<file path="src/hdl/div_consts.svh">
`ifndef DIV_CONSTS_SVH
`define DIV_CONSTS_SVH

// Operand and result width
`define DIV_XLEN 32

// Destination register address width
`define DIV_ADDR_W 5

// Iteration counter width
// Also holds a leading-zero count of 0 to 32
`define DIV_CNT_W 6

`endif

</file>
<file path="src/hdl/div_pkg.sv">
`include "div_consts.svh"

package div_pkg;

    typedef enum logic [1:0] {
        OP_DIV  = 2'd0,  // Signed quotient
        OP_DIVU = 2'd1,  // Unsigned quotient
        OP_REM  = 2'd2,  // Signed remainder
        OP_REMU = 2'd3   // Unsigned remainder
    } div_op_e;

    typedef struct packed {
        div_op_e                 op;
        logic [`DIV_XLEN-1:0]    dividend;
        logic [`DIV_XLEN-1:0]    divisor;
        logic [`DIV_ADDR_W-1:0]  rd;
    } div_req_t;

    typedef struct packed {
        logic [`DIV_XLEN-1:0]    dividend_mag;
        logic [`DIV_XLEN-1:0]    divisor_mag;
        logic                    quot_neg;      // Negate quotient at the end
        logic                    rem_neg;       // Negate remainder at the end
        logic                    want_rem;
        logic                    early;         // No iterations needed
        logic [`DIV_XLEN-1:0]    early_result;
        logic [`DIV_CNT_W-2:0]   shift;         // Divisor alignment
    } div_norm_t;

    typedef struct packed {
        logic [`DIV_XLEN-1:0]    result;
        logic [`DIV_ADDR_W-1:0]  rd;
    } div_rsp_t;

    typedef enum logic [1:0] {
        ST_IDLE   = 2'd0,
        ST_RUN    = 2'd1,
        ST_FINISH = 2'd2
    } div_state_e;

endpackage

</file>
<file path="src/hdl/div_operand_prep.sv">
`timescale 1ns/1ps
`include "div_consts.svh"

module div_operand_prep
    import div_pkg::*;
(
    input  div_req_t  req,
    output div_norm_t norm
);

    logic                   signed_op;
    logic                   dividend_neg;
    logic                   divisor_neg;
    logic                   div_zero;
    logic                   want_rem;
    logic [`DIV_XLEN-1:0]   dividend_mag;
    logic [`DIV_XLEN-1:0]   divisor_mag;
    logic [`DIV_CNT_W-1:0]  lz_dividend;
    logic [`DIV_CNT_W-1:0]  lz_divisor;
    logic [`DIV_CNT_W-1:0]  lz_diff;

    // Zero input gives the full width
    function automatic logic [`DIV_CNT_W-1:0] count_lz(input logic [`DIV_XLEN-1:0] v);
        logic [`DIV_CNT_W-1:0] n;
        logic                  found;
        n = `DIV_CNT_W'(`DIV_XLEN);
        found = 1'b0;
        for (int i = `DIV_XLEN - 1; i >= 0; i--) begin
            if (!found && v[i]) begin
                n = `DIV_CNT_W'(`DIV_XLEN - 1 - i);
                found = 1'b1;
            end
        end
        return n;
    endfunction

    assign signed_op    = (req.op == OP_DIV) || (req.op == OP_REM);
    assign want_rem     = (req.op == OP_REM) || (req.op == OP_REMU);
    assign dividend_neg = signed_op && req.dividend[`DIV_XLEN-1];
    assign divisor_neg  = signed_op && req.divisor[`DIV_XLEN-1];
    assign div_zero     = (req.divisor == '0);

    // Most negative value maps onto itself, which is the right magnitude
    assign dividend_mag = dividend_neg ? -req.dividend : req.dividend;
    assign divisor_mag  = divisor_neg ? -req.divisor : req.divisor;

    assign lz_dividend  = count_lz(dividend_mag);
    assign lz_divisor   = count_lz(divisor_mag);
    assign lz_diff      = lz_divisor - lz_dividend;

    always_comb begin
        norm.dividend_mag = dividend_mag;
        norm.divisor_mag  = divisor_mag;
        norm.quot_neg     = (dividend_neg ^ divisor_neg) && !div_zero;
        norm.rem_neg      = dividend_neg;  // Remainder takes dividend sign
        norm.want_rem     = want_rem;
        norm.shift        = lz_diff[`DIV_CNT_W-2:0];

        if (div_zero) begin
            norm.early        = 1'b1;
            norm.early_result = want_rem ? req.dividend : '1;
        end else if (lz_dividend > lz_divisor) begin
            // Quotient is zero, remainder is the dividend itself
            norm.early        = 1'b1;
            norm.early_result = want_rem ? req.dividend : '0;
        end else begin
            norm.early        = 1'b0;
            norm.early_result = '0;
        end
    end

endmodule

</file>
<file path="src/hdl/div_iter_core.sv">
`timescale 1ns/1ps
`include "div_consts.svh"

module div_iter_core
    import div_pkg::*;
(
    input  logic                   clk,
    input  logic                   rst_n,
    input  logic                   req_valid,
    input  div_norm_t              norm,
    input  logic [`DIV_ADDR_W-1:0] rd,
    output logic                   rsp_valid,
    output div_rsp_t               rsp,
    output logic                   busy
);

    div_state_e             state;
    logic [`DIV_CNT_W-1:0]  cnt;
    logic                   early_q;    // Early-out accepted last edge

    logic [`DIV_XLEN-1:0]   part_rem;   // Partial remainder
    logic [`DIV_XLEN-1:0]   div_al;     // Aligned divisor
    logic [`DIV_XLEN-1:0]   quot;
    logic                   quot_neg_q;
    logic                   rem_neg_q;
    logic                   want_rem_q;
    logic [`DIV_ADDR_W-1:0] rd_q;
    logic [`DIV_XLEN-1:0]   early_res_q;

    logic                   accept;
    logic                   rem_ge;
    logic [`DIV_XLEN-1:0]   rem_sub;
    logic [`DIV_XLEN-1:0]   quot_fix;
    logic [`DIV_XLEN-1:0]   rem_fix;
    logic [`DIV_XLEN-1:0]   final_result;

    assign accept  = req_valid && (state == ST_IDLE);
    assign busy    = (state != ST_IDLE);

    assign rem_ge  = (part_rem >= div_al);
    assign rem_sub = part_rem - div_al;

    assign quot_fix     = quot_neg_q ? -quot : quot;
    assign rem_fix      = rem_neg_q ? -part_rem : part_rem;
    assign final_result = want_rem_q ? rem_fix : quot_fix;

    // Control path
    always_ff @(posedge clk) begin
        if (!rst_n) begin
            state     <= ST_IDLE;
            cnt       <= '0;
            early_q   <= 1'b0;
            rsp_valid <= 1'b0;
        end else begin
            rsp_valid <= early_q;  // Early-out answers one cycle after acceptance
            early_q   <= 1'b0;
            unique case (state)
                ST_IDLE: begin
                    if (req_valid) begin
                        if (norm.early) begin
                            early_q <= 1'b1;
                        end else begin
                            state <= ST_RUN;
                            cnt   <= {1'b0, norm.shift};
                        end
                    end
                end
                ST_RUN: begin
                    // shift+1 iterations in total
                    if (cnt == '0) begin
                        state <= ST_FINISH;
                    end else begin
                        cnt <= cnt - 1'b1;
                    end
                end
                ST_FINISH: begin
                    rsp_valid <= 1'b1;
                    state     <= ST_IDLE;
                end
                default: begin
                    state <= ST_IDLE;
                end
            endcase
        end
    end

    // Datapath
    always_ff @(posedge clk) begin
        if (accept) begin
            part_rem    <= norm.dividend_mag;
            div_al      <= norm.divisor_mag << norm.shift;  // Leading ones line up
            quot        <= '0;
            quot_neg_q  <= norm.quot_neg;
            rem_neg_q   <= norm.rem_neg;
            want_rem_q  <= norm.want_rem;
            rd_q        <= rd;
            early_res_q <= norm.early_result;
        end else if (state == ST_RUN) begin
            if (rem_ge) begin
                part_rem <= rem_sub;
                quot     <= {quot[`DIV_XLEN-2:0], 1'b1};
            end else begin
                quot     <= {quot[`DIV_XLEN-2:0], 1'b0};
            end
            div_al <= div_al >> 1;
        end else if (state == ST_FINISH) begin
            rsp.result <= final_result;
            rsp.rd     <= rd_q;
        end
        if (early_q) begin
            rsp.result <= early_res_q;
            rsp.rd     <= rd_q;
        end
    end

    // Pipeline must stall while busy
    a_no_req_while_busy: assert property (
        @(posedge clk) disable iff (!rst_n)
        req_valid |-> !busy
    );

    // A second strobe cycle only for a fresh early-out request
    a_rsp_strobe: assert property (
        @(posedge clk) disable iff (!rst_n)
        rsp_valid |=> (!rsp_valid || $past(req_valid, 2))
    );

    a_busy_rsp_exclusive: assert property (
        @(posedge clk) disable iff (!rst_n)
        !(busy && rsp_valid)
    );

endmodule

</file>
<file path="src/hdl/div_unit.sv">
`timescale 1ns/1ps

module div_unit
    import div_pkg::*;
(
    input  logic      clk,
    input  logic      rst_n,
    input  logic      req_valid,
    input  div_req_t  req,
    output logic      rsp_valid,
    output div_rsp_t  rsp,
    output logic      busy
);

    div_norm_t norm;  // Same-cycle prepared operands

    div_operand_prep div_operand_prep_inst (
        .req  (req),
        .norm (norm)
    );

    div_iter_core div_iter_core_inst (
        .clk       (clk),
        .rst_n     (rst_n),
        .req_valid (req_valid),
        .norm      (norm),
        .rd        (req.rd),
        .rsp_valid (rsp_valid),
        .rsp       (rsp),
        .busy      (busy)
    );

endmodule

</file>
<file path="config.mk">
export PLATFORM = sky130hd
export DESIGN_NAME = div_unit
export DESIGN_NICKNAME = d
export VERILOG_FILES = /design/src/hdl/div_pkg.sv /design/src/hdl/div_operand_prep.sv /design/src/hdl/div_iter_core.sv /design/src/hdl/div_unit.sv
export VERILOG_INCLUDE_DIRS = /design/src /design/src/hdl
export SDC_FILE = /design/constraint.sdc
export NUM_CORES = 1
export LEC_CHECK = 0
export ABC_AREA = 1
export BUFFER_PORTS_ARGS = -buffer_cell sky130_fd_sc_hd__buf_2
export CELL_PAD_IN_SITES_DETAIL_PLACEMENT = 1
export CELL_PAD_IN_SITES_GLOBAL_PLACEMENT = 2
export CORE_MARGIN = 10
export CORE_UTILIZATION = 32
export DETAILED_ROUTE_END_ITERATION = 7
export PLACE_DENSITY = 0.8
export REMOVE_ABC_BUFFERS = 1
export SLEW_MARGIN = 5
export SYNTH_ARGS = -nofsm -noshare
export SYNTH_HDL_FRONTEND = slang
export SYNTH_SLANG_ARGS = --single-unit
</file>
<file path="constraint.sdc">
create_clock -name clk -period 5.3 [get_ports clk]
set_input_delay 0 -clock clk [delete_from_list [all_inputs] [get_ports clk]]
set_output_delay 0 -clock clk [all_outputs]
set_load 0.01 [all_outputs]
</file>
==> impl.org <==
** Status
- The run finished, with violations left.
- The final reports fail on negative hold slack.

** Power
- Pwr dens :: 541 mW/mm²
- VDD sags by at most 0.252 mV.
- LEAKAGE :: 8.31 nW

** Clocking
- Clock net sink count :: 183
- The H-tree was split into 4 levels.
- TritonCTS clock tree :: yes
- The later pin in the worst-skew pair is clocked with a latency of 0.46 ns.
- Clock-pin slew was measured on the worst setup and hold paths at 0.07 ns.
- CTS Root Buffer Type :: clkbuf_16
- Number of buffers added by the clock tree synthesis step :: 17
- Max Root-Sink Buffers :: 2

** Critical path
- The worst setup path is launched from a primary input.
- Critical Path AT :: 5.17 ns
- Most numerous cell on the critical path :: nor2_4
- In this design, the stage delay of the slowest critical-path cell is 0.65 ns.
- Together, buffers and inverters on the worst path number 5.
- Stages on worst setup path :: 36
- Required time reported for the critical path endpoint :: 5.49 ns
- The kind of cell with the highest combined delay along the critical path is simple AND/OR/NAND/NOR gates.
- Along the worst path, the maximum fanout reaches 13.
- The worst register-to-register path has a depth of 17.
- The slowest stage of the critical path belongs to the cell fa_2.
- STA classifies the critical path endpoint as a register.
- The critical path is of the in -> reg type.

** Routing
- WL final :: 55100 µm
- First-pass detailed-route iteration total :: 5
- Vias per cell :: 5.17
- After detailed routing, the average wire length per cell comes to 18.0 µm.
- For this run, design rule violations remaining after detail routing come to 0.
- In this run, the number of DRC markers left after iteration 0 of detailed routing was 698.
- Summing over every cut layer, the via total after detailed routing is 15850.
- In this run the remaining antenna-violating nets after routing total 0.

** Placement
- In this run the cell area measured after placement is 0.0175 mm².
- Buffers placed on the I/O ports in this run total 112.
- Worst slack at placement :: -0.467 ns
- Detailed placement finished with a half-perimeter wire length of 44300 µm.
- Final estimated routing congestion in global placement :: 0.910

** Finish
- For this run, the post-layout net count is 2568.
- Core Util, Final :: 40.4%
- In the layout the commonest cells are nand2_1, inv_1, nor2_1.
- In the final layout, the multi-input gates occupy 0.00873 mm².
- Number of inserted diodes :: 0
- Summing all flip-flop and latch instances after layout gives 0.00507 mm².
- Of the cells placed in the final design, the portion with a size suffix greater than 1 is 20.1%.
- The area growth from synthesis to layout is 25.5%.
- Leaving out fill and tap cells, the most frequent cell in the layout is nand2_1.
- Fill cell count :: 5925
- Post-route standard cell area excluding fillers :: 0.0187 mm²

** GRT
- The first global-routing pass estimated 87500 µm of wire.
- In the global route stage, overall resource usage came out at 19.2%.
- Entering global routing, the biggest net connects 98 pins.
- Global routing finished with a remaining overflow of 0.
- The number of global-route vias before repair was 16515.
- Initial antenna violation count :: 0

** STA
- Final hold violation count :: 1
- Timing would allow up to 201 MHz.
- Worst-case hold slack :: -0.00577 ns
- Finish-stage setup viols :: 0
- The number of max-slew violations in the final report is 0.
- Setup repair after global routing could not meet its margin everywhere.
- Final WS setup :: 0.320 ns
- Clock tree skew after final layout :: 0.00895 ns
- Actual slew at the worst max-slew pin :: 0.929 ns
- Relative slew margins :: 37.8%
- The worst path needs 4.98 ns of the cycle, external delays included.
- Final period utilization :: 94.0%
- Adding up every negative setup slack in the final design gives 0 ns.

** Synthesis
- Syn. warnings :: 0
- Proportion of synthesized chip area in sequential cells :: 34.0%
- Post-Synthesis Cell Area :: 0.0149 mm²
- #FFs+latches synth :: 183
- Yosys cell types :: 60
- Synthesis handed over a netlist of 2168 instances.
- For this run, the leading register cell type out of synthesis is edfxtp_1.
- In the synthesized netlist the async set-or-reset flop fraction comes to 0%.
- Average cell area after synthesis :: 6.89 µm²
- Counting flops with a built-in enable in the synthesized netlist gives 141.

** Hold path
- Hold Path Stages :: 3
- The tightest min-delay check is of the in -> reg type.

** Floorplanning
- From left edge to right edge, the die measures 236 µm.
- Total core area :: 0.0464 mm²
- Top-level port count :: 113
- Die Y :: 236 µm
- Number of placement rows :: 79
- Initial Utilization :: 32.2%
- The floorplan step defined a die boundary enclosing 0.0557 mm².

** Flow run
- # Max-Cap Violations :: 0
[kinds of logic (layout without fill, tap and decap cells)]
| family | after synthesis | in the layout | share of synthesized area (%) |
|---|---|---|---|
| mux | 7 | 7 | 0.469 |
| xor+xnor | 46 | 46 | 2.75 |
| simple gates | 968 | 968 | 28.7 |
| fa+ha+maj | 50 | 50 | 4.29 |
| flops | 183 | 183 | 34.0 |
| buf+inv | 364 | 653 | 9.24 |
| compound gates | 550 | 550 | 20.6 |
[cell usage after synthesis (19+ instances only)]
cell / count / share of area (%)
clkbuf_1: 68 / 1.7
inv_1: 258 / 6.5
a31oi_1: 39 / 1.6
nand2_1: 422 / 11
o21bai_1: 19 / 0.95
o21ai_0: 230 / 7.7
nor3_1: 33 / 1.1
nand4_1: 37 / 1.5
nor2_1: 249 / 6.3
a21oi_1: 177 / 5.9
edfxtp_1: 141 / 28
inv_2: 20 / 0.50
xor2_1: 32 / 1.9
or2_2: 33 / 1.4
nand3_1: 137 / 4.6
dfxtp_1: 42 / 5.6
ha_1: 48 / 4.0
[tightest hold or removal path, stage by stage]
cell	delay (ns)
buf_2	0.11
inv_1	0.07
a21oi_1	0.14
[area by class of cell]
class	instances	area share, %
multi-input cells	1621	46.6
flip-flops and latches	183	27.1
repair buffers	341	13.5
inverters	280	5.63
well taps	607	4.05
clock buffers	18	2.40
clock inverters	14	0.828
[state kept, by name (all words and copies together), names as in the netlist, 2 cells and up]
| signal | cells |
|---|---|
| div_iter_core_inst.rsp | 37 |
| div_iter_core_inst.div_al | 32 |
| div_iter_core_inst.early_res_q | 32 |
| div_iter_core_inst.part_rem | 32 |
| div_iter_core_inst.quot | 32 |
| div_iter_core_inst.cnt | 6 |
| div_iter_core_inst.rd_q | 5 |
| div_iter_core_inst.state | 2 |
[worst paths after layout]
| path | from | end | slack [ns] |
|---|---|---|---|
| worst max-delay path | req[5] | div_iter_core_inst.div_al[29]$_DFFE_PP_ | 0.32 |
| worst min-delay path | req[68] | div_iter_core_inst.early_res_q[31]$_DFFE_PP_ | -0.006 |
| worst max register to register | div_iter_core_inst.part_rem[0]$_DFFE_PP_ | div_iter_core_inst.part_rem[31]$_DFFE_PP_ | 1.07 |
| worst min register to register | div_iter_core_inst.rd_q[2]$_DFFE_PP_ | div_iter_core_inst.rsp[2]$_DFFE_PP_ | 0.42 |
[where the power goes]
group | internal, mW | total [mW] | switching [mW]
clock network | 0.698 | 1.33 | 0.634
registers | 2.35 | 2.84 | 0.491
logic | 2.29 | 5.97 | 3.68
total | 5.34 | 10.1 | 4.81
[what timing repair did]
item,in CTS,in global routing
gates cloned,0,1
hold buffers,29,0
pin swaps,0,27
endpoints found under the setup margin,1,72
gates resized for setup,1,89
hold endpoints to repair,38,0
buffers inserted,0,12
[metrics by stage]
stage,power (mW),cells
final,10.1,3064
after global routing,11.1,3064
after CTS,10.0,3051
after detailed placement,8.63,2990
after global placement,8.43,2990
after floorplan,6.43,2084
[layer usage]
| metal | part of all wire, % | vias to the layer above | global-route usage, % |
|---|---|---|---|
| met5 | 0 | - | 0 |
| met4 | 2.0 | 0 | 5.26 |
| met3 | 2.9 | 52 | 2.15 |
| met2 | 51 | 251 | 35.3 |
| met1 | 44 | 7632 | 23.0 |
| li1 | - | 7915 | - |
Power figures use the tool's default switching activity.
